## src/source/mem_io_pkg.sv

```systemverilog
// shared widths, address map and response codes for the memory/IO request path
package mem_io_pkg;

   // data path widths
   localparam int MEM_DAT_WIDTH = 128;
   localparam int IO_DAT_WIDTH  = 64;
   localparam int PADDR_WIDTH   = 32;

   // requester tag, widened by one bit on the response side
   localparam int MEM_TAG_WIDTH = 5;

   typedef logic [PADDR_WIDTH-1:0]     paddr_t;
   typedef logic [MEM_DAT_WIDTH-1:0]   line_t;
   typedef logic [MEM_DAT_WIDTH/8-1:0] strb_t;
   typedef logic [IO_DAT_WIDTH-1:0]    io_word_t;
   typedef logic [MEM_TAG_WIDTH-1:0]   tag_t;

   // top bit set for IO, clear for memory
   typedef logic [MEM_TAG_WIDTH:0]     resp_tag_t;

   typedef logic [1:0]                 resp_t;

   localparam resp_t RESP_OKAY   = 2'd0;
   localparam resp_t RESP_DECERR = 2'd3;

   // address map
   localparam paddr_t BRAM_BASE = 32'h0000_0000;
   localparam paddr_t IO_BASE   = 32'h8000_0000;

   // io window is 4 KB
   localparam int IO_SPAN_BITS = 12;

   // 16 bytes per memory line
   localparam int LINE_OFFSET = $clog2(MEM_DAT_WIDTH/8);

endpackage

```

## src/source/resp_merge.sv

```systemverilog
// lines up request info with bank results and registers one tagged response per request
`timescale 1ns/100ps

module resp_merge (
   input  logic                  mig_clk,
   input  logic                  arst_n_i,
   input  logic                  stage_valid_i,
   input  mem_io_pkg::tag_t      tag_i,
   input  logic                  wr_i,
   input  logic                  is_io_i,
   input  logic                  dec_err_i,
   input  mem_io_pkg::line_t     bram_rdata_i,
   input  mem_io_pkg::io_word_t  io_rdata_i,
   output logic                  resp_valid_o,
   output mem_io_pkg::resp_tag_t resp_tag_o,
   output mem_io_pkg::resp_t     resp_code_o,
   output mem_io_pkg::line_t     resp_rdata_o
);

   logic              dly_valid;
   mem_io_pkg::tag_t  dly_tag;
   logic              dly_wr;
   logic              dly_io;
   logic              dly_err;
   mem_io_pkg::line_t rdata_sel;

   // one stage behind the router, level with the bank outputs
   always_ff @(posedge mig_clk or negedge arst_n_i) begin
      if (!arst_n_i) begin
         dly_valid <= 1'b0;
         dly_wr    <= 1'b0;
         dly_io    <= 1'b0;
         dly_err   <= 1'b0;
      end else begin
         dly_valid <= stage_valid_i;
         dly_wr    <= wr_i;
         dly_io    <= is_io_i;
         dly_err   <= dec_err_i;
      end
   end

   always_ff @(posedge mig_clk) begin
      dly_tag <= tag_i;
   end

   // writes and errors answer with zero data
   always_comb begin
      if (dly_wr || dly_err) begin
         rdata_sel = '0;
      end else if (dly_io) begin
         rdata_sel = {{(mem_io_pkg::MEM_DAT_WIDTH-mem_io_pkg::IO_DAT_WIDTH){1'b0}}, io_rdata_i};
      end else begin
         rdata_sel = bram_rdata_i;
      end
   end

   always_ff @(posedge mig_clk or negedge arst_n_i) begin
      if (!arst_n_i) begin
         resp_valid_o <= 1'b0;
      end else begin
         resp_valid_o <= dly_valid;
      end
   end

   // response payload
   always_ff @(posedge mig_clk) begin
      resp_tag_o   <= {dly_io, dly_tag};
      resp_code_o  <= dly_err ? mem_io_pkg::RESP_DECERR : mem_io_pkg::RESP_OKAY;
      resp_rdata_o <= rdata_sel;
   end

endmodule

```

## config.mk

```make
export PLATFORM = sky130hd
export DESIGN_NAME = resp_merge
export DESIGN_NICKNAME = d
export VERILOG_FILES = /design/src/source/mem_io_pkg.sv /design/src/source/resp_merge.sv
export SDC_FILE = /design/constraint.sdc
export NUM_CORES = 1
export LEC_CHECK = 0
export BUFFER_PORTS_ARGS = -buffer_cell sky130_fd_sc_hd__buf_2
export CAP_MARGIN = 20
export CORE_AREA = 2 2 130 132
export CTS_CLUSTER_SIZE = 16
export DETAILED_ROUTE_END_ITERATION = 6
export DIE_AREA = 0 0 132 134
export PLACE_DENSITY_LB_ADDON = 0.05
export SYNTH_ARGS = -nofsm -noshare
export SYNTH_HDL_FRONTEND = slang
export SYNTH_SLANG_ARGS = --single-unit
```

## constraint.sdc

```tcl
create_clock -name mig_clk -period 0.98 [get_ports mig_clk]
set_input_delay 0.196 -clock mig_clk [delete_from_list [all_inputs] [get_ports mig_clk]]
set_output_delay 0.196 -clock mig_clk [all_outputs]
set_load 0.005 [all_outputs]
```

; Word-level counts from Yosys, hierarchy flattened
; Cells that the tools add are included.
[word_totals]
register_bits = 146
inputBits = 203
output_inout_bits = 137
word_cells = 14
[op_classes]
mux = 2
reduce_logical = 2
[ops]
columns = operator, n
row1 = $mux W64, 1
row2 = $mux W2, 1
row3 = $reduce_or A2 Y1, 1
row4 = $logic_or A1 B1 Y1, 1

; Depth between registers and ports, before layout
[depth]
ltp_word = 2
ltp_mapped = 4
ltp_nobuf = 2

; Least setup slack after synthesis
; No wires, ideal clock.
[synth_path]
path_kind = register to register
startpoint = reg dly_err
endpoint = reg resp_rdata_o[10]
setup_ns = 0.064
t_arrival_ns = 1.015
required_time_ns = 0.916
path_slack_ns = -0.098
path_stages_with_launch = 5
n_path_buf = 2
period_less_slack_ns = 1.078
path_cell_list = dfrtp_1 or2_1 buf_2 buf_6 nor2_1
[synth_via]
elab_chain_len = 1
[synth_rtl]
columns = item, line_no
row1 = start: declaration, resp_merge.sv:24  ; logic dly_err;
row2 = start signal: assignment, resp_merge.sv:38  ; dly_err <= dec_err_i;
row3 = $logic_or A1 B1 Y1, resp_merge.sv:48  ; if (dly_wr || dly_err) begin
row4 = end signal: assignment, resp_merge.sv:69  ; resp_rdata_o <= rdata_sel;
row5 = end: declaration, resp_merge.sv:17  ; output mem_io_pkg::line_t resp_rdata_o
; No other way between the ends.
; A chain may end at the register's enable or synchronous reset.

; Final worst setup path
[layout_path]
startpoint = reg dly_io
endpoint = reg resp_rdata_o[111]
[layout_via]
elab_chain_len = 1
[layout_rtl]
columns = item, line_no
row1 = start: declaration, resp_merge.sv:23  ; logic dly_io;
row2 = start signal: assignment, resp_merge.sv:37  ; dly_io <= is_io_i;
row3 = $reduce_or A2 Y1 (no line), --
; No other way between the ends.

==> summary.txt <==
Outcome
  • Status: finished, violations left
  • Failing checks: setup timing

Power
  • P_leak: about 4.3 nW
  • Maximum VDD drop: 1080 uV
  • Comb pwr share: 11.2%
  • Pwr dens: about 1700 mW/mm^2
  • Switching part of the total power: roughly a fifth
  • Internal Power: 11.6 mW
  • Clk pwr share: between 40% and 50%
  • Sw power: roughly 3.0 mW
  • Sequential group share of total power: a little over two fifths

Place
  • IO Port Bufs: 339
  • Dpl hpwl: slightly above 10,000 um
  • Area after DPL: roughly 0.0063 mm^2
  • GPL Wtd Cong: 0.773

Worst setup path
  • Type of origin of the critical path: flip-flop
  • Critical path peak fanout: 16
  • Critical path class: reg -> reg
  • Arr. time, crit path: 1560 ps
  • Endpoint class of the critical path: flip-flop
  • WP data required: between 1000 and 1500 ps

Route
  • DR WL/cell: ~15 um
  • DRC errors left: 0
  • Routed wire length: 15,400 um
  • TritonRoute pass-1 iters: 6
  • Initial drt markers: 53
  • DRT antenna net count: 0
  • Routed vias: 4,078
  • DR vias/cell: ~4

Clocking
  • Worst-Skew Late Latency: ~410 ps
  • CTS buffer count: 17
  • H-tree depth: 4
  • Clock-pin transition on the worst setup and hold timing paths: roughly 60 ps
  • Clock sink count: roughly 150
  • TritonCTS clock tree: done
  • Clock Tree Buf Depth: 2
  • CTS Root Cell: clkbuf_16

Timing
  • Post-route minimum period: around 1200 ps
  • Worst hold slack: about 16 ps
  • Slew at the pin closest to its max-slew limit: approximately 190 ps
  • Slew margin rel.: between 80 and 90%
  • Final WS setup: -229 ps
  • Fin Setup TNS: -27,750 ps
  • Achievable Freq: 827 MHz
  • Final Max Tran Viols: 0
  • Clock Skews: around 5.7 ps
  • Tcrit/Tclk final: 123%
  • Final setup vio count: roughly 270
  • Hold Vio Cnt, Final: 0
  • Unrepaired setup endpoints after global routing: true

Cells and area
  • Footprint of the multi-input gates: 0.00144 mm^2
  • Fill count: between 1k and 1.5k
  • Share of cells above drive strength 1: 56.0%
  • Final core occ: 51.4%
  • Ant. Diodes: 0
  • Area Growth Syn to Fin: 88.4%
  • Post-route design area: between 0.008 and 0.009 mm^2
  • Final net count: between 1k and 1.5k
  • Sequential Area: slightly below 0.003 mm^2

Floorplanning
  • Top Ports: 340
  • Core area: between 0.015 and 0.02 mm^2
  • Die ar.: about 0.018 mm^2
  • Die X-Extent: approximately 130 um
  • Std-Cell Rows: 47
  • Initial Utilization: a little over a quarter
  • Die Y-Extent: 134 um

Logic synthesis
  • Seq/Total Area, Yosys: around 66%
  • Synth cell types: 12
  • Flops & latches, synth: ~150
  • Cell area after synthesis: between 0.004 and 0.005 mm^2
  • Area share of the largest cell type after synthesis: a little over three fifths
  • Yosys top cell by area: dfxtp_1
  • Mean Syn Cell Area: 12.3 um^2
  • YS warnings: 0
  • Synth Net Count: about 560
  • Synth area leaders: dfxtp_1 (63%), mux2i_1 (14%), and2_1 (9.0%)
  • Cells after Synth: 360

Worst hold path
  • Min-delay worst type: in -> reg

GRT
  • GR Util met1: about 15%
  • Met2 usage: between 20% and 30%
  • Gr busiest metal: met2
  • Global-route usage over all layers: 15.7%
  • Vias in the first global route: 4,250
  • GR met3 Demand/Resource: 7.56%
  • Largest net degree at the start of global routing: 37
  • Antenna violations before repair: 0
  • Global-route wire length before repair: around 21,000 um
  • GRT overflow: 0

Flow run
  • Max cap viols: 0
[layer usage]
| layer | routed length, um | up-vias |
|---|---|---|
| li1 | - | 2028 |
| met1 | 5620 | 1806 |
| met2 | 7980 | 224 |
| met3 | 1510 | 20 |
| met4 | 313 | 0 |
| met5 | 0 | - |
[flip-flops by register name (all words and copies together) (netlist names)]
name	count
dly_io	1
dly_err	1
dly_valid	1
resp_rdata_o	128
resp_tag_o	6
dly_wr	1
resp_valid_o	1
dly_tag	5
resp_code_o	1
[power by group through the flow]
stage          clock network (mW)  registers (mW)  logic [mW]
2_1_floorplan                   0            6.35       0.426
3_3_place_gp                    0            6.32        1.12
3_5_place_dp                    0            6.32        1.13
4_1_cts                      6.96            6.20        1.41
5_1_grt                      7.21            6.23        1.77
6_report                     6.77            6.21        1.63
[area by class of cell]
type                    instances  share of cell area [%]
repair buffers                439                    36.5
flip-flops and latches        145                    35.5
multi-input cells             195                    17.2
clock buffers                  23                    6.08
well taps                     220                    3.29
clock inverters                 7                    1.46
[cell families (layout without fill, tap and decap cells)]
kind of cell / Yosys count / after routing / synth area share [%]
mux: 64 / 64 / 14.4
flops: 145 / 145 / 65.9
simple gates: 130 / 131 / 14.9
buf+inv: 21 / 469 / 4.76
[cell usage in the layout, fill, tap and decap left out, drive strengths merged, types with 2 or more instances in the layout]
master,n
and2,64
buf,355
bufinv,3
clkbuf,30
clkinv,2
clkinvlp,2
dfrtp,5
dfxtp,140
dlygate4sd3,77
mux2i,64
nor2,64
or2,2
[cells in the mapped netlist, drive strengths merged]
library cell and count:
and2 64, buf 15, clkbuf 6, dfrtp 5
dfxtp 140, mux2i 64, nor2 64, nor3 1
or2 1
[repair_timing]
| item | CTS | global route |
|---|---|---|
| setup endpoints to repair | 265 | 265 |
| hold buffers | 77 | 0 |
| cloned | 1 | 12 |
| resized for setup | 13 | 85 |
| pin swaps | 0 | 3 |
| endpoints found under the hold margin | 81 | 0 |
| setup buffers | 2 | 2 |
[critical path, cell delays in order, from the launching register on]
cell and delay, ps:
dfrtp_4 530, nor3_4 170, buf_6 150, clkbuf_16 170
and2_1 130
[per-stage QoR]
stage               worst slack, ps  power [mW]  std cells
floorplan                     -89.2        6.77        360
global placement               -181        7.44        905
detailed placement             -221        7.45        905
CTS                            -218        14.6       1015
global route                   -280        15.2       1029
finish                         -229        14.6       1029
[worst paths after layout]
kind	from	end	slack, ps	cells after the start
hold / removal	bram_rdata_i[100]	resp_rdata_o[100]$_SDFF_PP0_	20	2
min in group asynchronous	arst_n_i	dly_io$_DFF_PN0_	150	2
max in group asynchronous	arst_n_i	dly_io$_DFF_PN0_	680	2
setup reg to reg	dly_io$_DFF_PN0_	resp_rdata_o[111]$_SDFF_PP0_	-230	4
setup / recovery	dly_io$_DFF_PN0_	resp_rdata_o[111]$_SDFF_PP0_	-230	4
hold reg to reg	dly_tag[2]$_DFF_P_	resp_tag_o[2]$_DFF_P_	330	0
Note: power is estimated with default switching activity, not from simulation.
