### src/source/mem_io_pkg.sv
// shared widths, address map and response codes for the memory/IO request path
package mem_io_pkg;

   // data path widths
   localparam int MEM_DAT_WIDTH = 128;
   localparam int IO_DAT_WIDTH  = 64;
   localparam int PADDR_WIDTH   = 32;

   // requester tag, widened by one bit on the response side
   localparam int MEM_TAG_WIDTH = 5;

   typedef logic [PADDR_WIDTH-1:0]     paddr_t;
   typedef logic [MEM_DAT_WIDTH-1:0]   line_t;
   typedef logic [MEM_DAT_WIDTH/8-1:0] strb_t;
   typedef logic [IO_DAT_WIDTH-1:0]    io_word_t;
   typedef logic [MEM_TAG_WIDTH-1:0]   tag_t;

   // top bit set for IO, clear for memory
   typedef logic [MEM_TAG_WIDTH:0]     resp_tag_t;

   typedef logic [1:0]                 resp_t;

   localparam resp_t RESP_OKAY   = 2'd0;
   localparam resp_t RESP_DECERR = 2'd3;

   // address map
   localparam paddr_t BRAM_BASE = 32'h0000_0000;
   localparam paddr_t IO_BASE   = 32'h8000_0000;

   // io window is 4 KB
   localparam int IO_SPAN_BITS = 12;

   // 16 bytes per memory line
   localparam int LINE_OFFSET = $clog2(MEM_DAT_WIDTH/8);

endpackage

### src/source/io_reg_bank.sv
// small bank of 64-bit IO registers with byte-strobed writes and a registered read
`timescale 1ns/100ps

module io_reg_bank #(
   parameter int IO_REG_COUNT = 8,
   localparam int IO_IDX_W    = (IO_REG_COUNT > 1) ? $clog2(IO_REG_COUNT) : 1
) (
   input  logic                 mig_clk,
   input  logic                 arst_n_i,
   input  logic                 sel_i,
   input  logic                 wr_i,
   input  logic [IO_IDX_W-1:0]  index_i,
   input  mem_io_pkg::io_word_t wdata_i,
   input  logic [7:0]           strb_i,
   output mem_io_pkg::io_word_t rdata_o
);

   mem_io_pkg::io_word_t regs [0:IO_REG_COUNT-1];

   always_ff @(posedge mig_clk or negedge arst_n_i) begin
      if (!arst_n_i) begin
         for (int r = 0; r < IO_REG_COUNT; r++) begin
            regs[r] <= '0;
         end
      end else if (sel_i && wr_i) begin
         for (int b = 0; b < 8; b++) begin
            if (strb_i[b]) begin
               regs[index_i][b*8 +: 8] <= wdata_i[b*8 +: 8];
            end
         end
      end
   end

   // read data held until the next select
   always_ff @(posedge mig_clk) begin
      if (sel_i) begin
         rdata_o <= regs[index_i];
      end
   end

endmodule

### config.mk
export PLATFORM = sky130hd
export DESIGN_NAME = io_reg_bank
export DESIGN_NICKNAME = d
export VERILOG_FILES = /design/src/source/mem_io_pkg.sv /design/src/source/io_reg_bank.sv
export SDC_FILE = /design/constraint.sdc
export NUM_CORES = 1
export LEC_CHECK = 0
export ABC_AREA = 1
export BUFFER_PORTS_ARGS = -buffer_cell sky130_fd_sc_hd__buf_2
export CORE_ASPECT_RATIO = 0.8
export CORE_MARGIN = 5
export CORE_UTILIZATION = 45
export CTS_CLUSTER_SIZE = 24
export DETAILED_ROUTE_END_ITERATION = 10
export SYNTH_ARGS = -nofsm -noshare
export SYNTH_HDL_FRONTEND = slang
export SYNTH_SLANG_ARGS = --single-unit
### constraint.sdc
create_clock -name mig_clk -period 1.1 [get_ports mig_clk]
set_input_delay 0.22 -clock mig_clk [delete_from_list [all_inputs] [get_ports mig_clk]]
set_output_delay 0.22 -clock mig_clk [all_outputs]
set_load 0.1 [all_outputs]
# Yosys cells after proc, flatten, opt, wreduce, memory -nomap -nowiden

Index checks and enable logic that the tools add are counted.

Register bits: 576
Input bits: 79
Output and inout port bits: 64
Logic and storage cells: 56

$lt $le $gt $ge: 2
Muxes and demuxes: 42
Bitwise operators: 1
Reduce and logical (&&, ||, !) cells: 2

Operators with widths:

| operator                                                    | count |
|---|---|
| two-way mux 512 bit                                         | 15 |
| bitwise mux 512 bit                                         | 8 |
| demux 64 bit (select 3 bit)                                 | 8 |
| binary-select mux 64 bit (select 3 bit)                     | 1 |
| two-way mux 64 bit                                          | 3 |
| two-way mux 56 bit                                          | 1 |
| two-way mux 48 bit                                          | 1 |
| two-way mux 40 bit                                          | 1 |
| two-way mux 32 bit                                          | 1 |
| two-way mux 24 bit                                          | 1 |
| two-way mux 16 bit                                          | 1 |
| two-way mux 8 bit                                           | 1 |
| greater-or-equal comparator 4 bit (second input constant)   | 1 |
| less-than comparator 4 x 1 -> 1 bit (second input constant) | 1 |
| NOT 3 -> 4 bit                                              | 1 |
| logical AND 1 bit                                           | 2 |

# Depth between registers and ports, before layout

Depth in word-level cells: 28
Gate-level depth with buffers: 9
Gate-level depth less buffers: 7

# Least setup slack after synthesis

No wires, ideal clock.

Path kind: input -> register
Start: input index_i[2]
End: register regs[182] (netlist bit)
Setup time: 0.077 ns
Arrival time: 1.257 ns
Data required time: 1.023 ns
Slack: -0.234 ns
Stages on the path: 8
Buffers on the path: 2
Cells stage by stage: buf_4 > inv_2 > nor2_1 > nand2_2 > buf_4 > nor2_2 > nand2_1 > o21ai_1

Cells in the longest elaborated chain, start to end: 25
Elaborated cells on any way between the ends: 36
Those cells by class: order compare (2); mux (32); bitwise (1); reduce/logical (1)

RTL lines:

| what                                   | RTL line          | RTL |
|---|---|---|
| from (decl)                            | io_reg_bank.sv:12 | `input logic [IO_IDX_W-1:0] index_i,` |
| NOT 3 -> 4 bit (implied by the code) * | io_reg_bank.sv:28 | `regs[index_i][b*8 +: 8] <= wdata_i[b*8 +: 8];` |
| demux 64 bit (select 3 bit)            | io_reg_bank.sv:28 |  |
| bitwise mux 512 bit                    | io_reg_bank.sv:28 |  |
| two-way mux 512 bit                    | io_reg_bank.sv:27 | `if (strb_i[b]) begin` |
| two-way mux 512 bit                    | io_reg_bank.sv:25 | `end else if (sel_i && wr_i) begin` |
| bitwise mux 512 bit                    | io_reg_bank.sv:28 |  |
| two-way mux 512 bit                    | io_reg_bank.sv:27 |  |
| two-way mux 512 bit                    | io_reg_bank.sv:25 |  |
| [9 not listed]                         | n/a               |  |
| bitwise mux 512 bit                    | io_reg_bank.sv:28 |  |
| two-way mux 512 bit                    | io_reg_bank.sv:27 |  |
| two-way mux 512 bit                    | io_reg_bank.sv:25 |  |
| bitwise mux 512 bit                    | io_reg_bank.sv:28 |  |
| two-way mux 512 bit                    | io_reg_bank.sv:27 |  |
| two-way mux 512 bit                    | io_reg_bank.sv:25 |  |
| bitwise mux 512 bit                    | io_reg_bank.sv:28 |  |
| two-way mux 512 bit *                  | io_reg_bank.sv:27 |  |
| to (signal, indexed assignment)        | io_reg_bank.sv:28 |  |
| to (decl)                              | io_reg_bank.sv:18 | `mem_io_pkg::io_word_t regs [0:IO_REG_COUNT-1];` |

Every way passes the cells marked *; elsewhere a longest branch is shown, timed or not. The select of a mux whose other input is x is not followed.
A chain may end at the register's enable or synchronous reset.

# Final worst setup path

Start: register rdata_o[62]
End: output rdata_o[62]

RTL lines:

| what                   | RTL line          | RTL |
|---|---|---|
| from (decl)            | io_reg_bank.sv:15 | `output mem_io_pkg::io_word_t rdata_o` |
| from (signal assigned) | io_reg_bank.sv:37 | `rdata_o <= regs[index_i];` |

No word-level cell between the ends.

==> flow_summary.yaml <==
timing:
  tightest_slew_ns: 0.597
  finalSetupTns_ns: -22.03
  finClkSkew_ns: 0.0219
  setup_violations: 64
  max_slew_margin: 0.602
  hold_viol_final: 0
  slew_violations: 0
  rsz0062_at_grt: "true"
  max_freq_mhz: 634
  period_needed_ns: 1.58
  final.setup.worst_slack_ns: -0.477
  hold_ws_ns: 0.0301
  fin_crit_sh: 1.43
clocking:
  clock_latency_ns: 0.63
  cts_max_path_buffers: 3
  numCtsBuffers: 60
  cts_tree: "built"
  cts-htree-levels: 2
  cts-root-buf: "clkbuf_16"
  numClockSinks: 576
  path_clk_slew_ns: 0.06
global_route:
  overflow: 0
  grt_max_degree: 66
  antenna_found_initial: 1
  grt_first_pass_wirelength_mm: 127
  track_usage: 0.241
  grt_pass1_vias: 23000
layout:
  nNetsFinal: 3969
  layout-drive-gt1-share: 0.142
  multi_input_area_um2: 11100
  syn_to_final_growth_pct: 28.6
  fillCellCount: 5459
  seq_area_um2: 14700
  instances_no_fill: 4720
  mostFrequentLayoutCell: "nand2_1"
  n_antenna_cell: 0
  final_cell_mix: "2109 x nand2_1, 512 x dfrtp_1, 507 x o21ai_0, 183 x buf_4, 142 x buf_12"
  utilization: 0.581
yosys:
  synth_area_um2: 26800
  ys_ff_latch: 576
  post_synth_num_cell_types: 20
  yosys_warnings: 0
  synthCells: 3546
  avgSynthCellArea_um2: 7.55
  synthesis.nets: 3625
  ys_seq_area_frac: 0.550
worst_hold_path:
  hold_class: "in2async"
floorplanning:
  die_area_um2: 64500
  start_util: 0.452
  fp.dieH_um: 228
  placementRows: 80
  core_um2: 59300
  ios: 143
  die_w_um: 283
route:
  avgViaCountPerCell: 5.02
  wire_per_inst_um: 16.4
  vias: 23700
  drc: 0
  dr.first_iter.drc_count: 1892
  route.antenna.remaining_nets: 0
  drt-pass1-iter-count: 5
  wl_mm: 77.4
placement:
  dp_hpwl_mm: 52.1
  gp_congestion: 0.799
  numPortBuffers: 142
  dp.cells: 4537
power_and_ir_drop:
  p_comb_frac: 0.202
  ir_drop_mv: 1.30
  p_clk_frac: 0.343
  intPower_w: 0.0421
  seqPwrFrac: 0.455
  switchingPower_w: 0.0183
  leakage_nw: 18.1
  p_total_w: 0.0604
  power_density_nw_per_um2: 1750
  swShare: 0.303
worst_setup_path:
  slowest_stage: "edfxtp_1"
  worst-path-buf-inv: 1
  worst_setup_path_end_kind: "primary output"
  startpoint_type: "register"
  ff2ff_setup_slack_ns: 0.03
  path_class: "reg2out"
  worstPathRequired_ns: 0.88
  arrival_ns: 1.36
  path_max_fanout: 1
  cpPeakStageDelay_ns: 0.51
  critPathTopFamily: "flip-flops"
  path_cells: "buf_12"
outcome:
  violations: "negative setup slack"
  status: "complete, but fails checks"
run:
  cap_violations: 0
==> through the flow <==
stage | setup WS [ns] | instance area (um2)
floorplan | -0.145 | 27200
detailed placement | -0.512 | 31700
global placement | -0.536 | 31700
finish | -0.477 | 34400
CTS | -0.526 | 34300
global route | -0.522 | 34400
==> repair_timing <==
action	in CTS	in global routing
hold buffers	65	0
endpoints found under the hold margin	979	0
setup endpoints to repair	66	76
pin swaps	0	4
setup buffers	0	5
resized for setup	2	20
==> routing by layer <==
layer  up-vias  GRT usage  wire [um]
li1      11800          -          -
met1     11300      0.372      37900
met2       561      0.370      34600
met3        81     0.0288       3820
met4         0     0.0452       1150
met5         -          0          0
==> state kept, by name, indices dropped and copies added (netlist names) <==
register,count
rdata_o,64
regs,512
==> cell usage after synthesis <==
| cell | count | area [um2] |
|---|---|---|
| nor2_4 | 6 | 67.6 |
| nor2_2 | 7 | 43.8 |
| inv_2 | 4 | 15.0 |
| nand3_1 | 2 | 10.0 |
| nand4_1 | 4 | 25.0 |
| inv_1 | 73 | 274 |
| buf_2 | 63 | 315 |
| o21ai_0 | 511 | 2560 |
| nor2_1 | 33 | 124 |
| clkbuf_1 | 103 | 387 |
| nand2_1 | 2137 | 8020 |
| buf_4 | 3 | 22.5 |
| buf_1 | 14 | 52.6 |
| o21ai_1 | 1 | 5.00 |
| nand3_2 | 3 | 30.0 |
| dfrtp_1 | 512 | 12800 |
| edfxtp_1 | 64 | 1920 |
| nand2_2 | 1 | 6.26 |
| nor3_4 | 4 | 65.1 |
| buf_6 | 1 | 11.3 |
==> final timing paths <==
| check | cells past startpoint | start | endpoint |
|---|---|---|---|
| max in group asynchronous | 4 | arst_n_i | regs[237] |
| setup / recovery | 1 | rdata_o[62] | rdata_o[62] |
| min in group mig_clk | 4 | strb_i[6] | regs[304] |
| setup reg to reg | 6 | regs[76] | rdata_o[12] |
| hold / removal | 2 | arst_n_i | regs[79] |
| hold reg to reg | 2 | regs[338] | regs[338] |
==> power by group through the flow <==
stage	clock, W	combinational [W]	sequential, W
after floorplan	0	0.00581	0.0293
after global placement	0	0.0118	0.0277
after detailed placement	0	0.0120	0.0278
after CTS	0.0212	0.0122	0.0274
after global routing	0.0220	0.0138	0.0279
final	0.0207	0.0122	0.0275
==> cell families after synthesis <==
| group | synth area share |
|---|---|
| AND/OR/NAND/NOR | 0.314 |
| flip-flops | 0.550 |
| AO/OA/AOI/OAI | 0.0957 |
| buffers and inverters | 0.0402 |
==> layout make-up <==
class / count / area share
Clock buffer: 77 / 0.0490
Inverter: 77 / 0.00891
Timing Repair Buffer: 466 / 0.153
Multi-Input combinational cell: 2709 / 0.323
Sequential cell: 576 / 0.428
Clock inverter: 36 / 0.00934
Tap cell: 779 / 0.0283
Note: power is estimated with default switching activity, not from simulation.
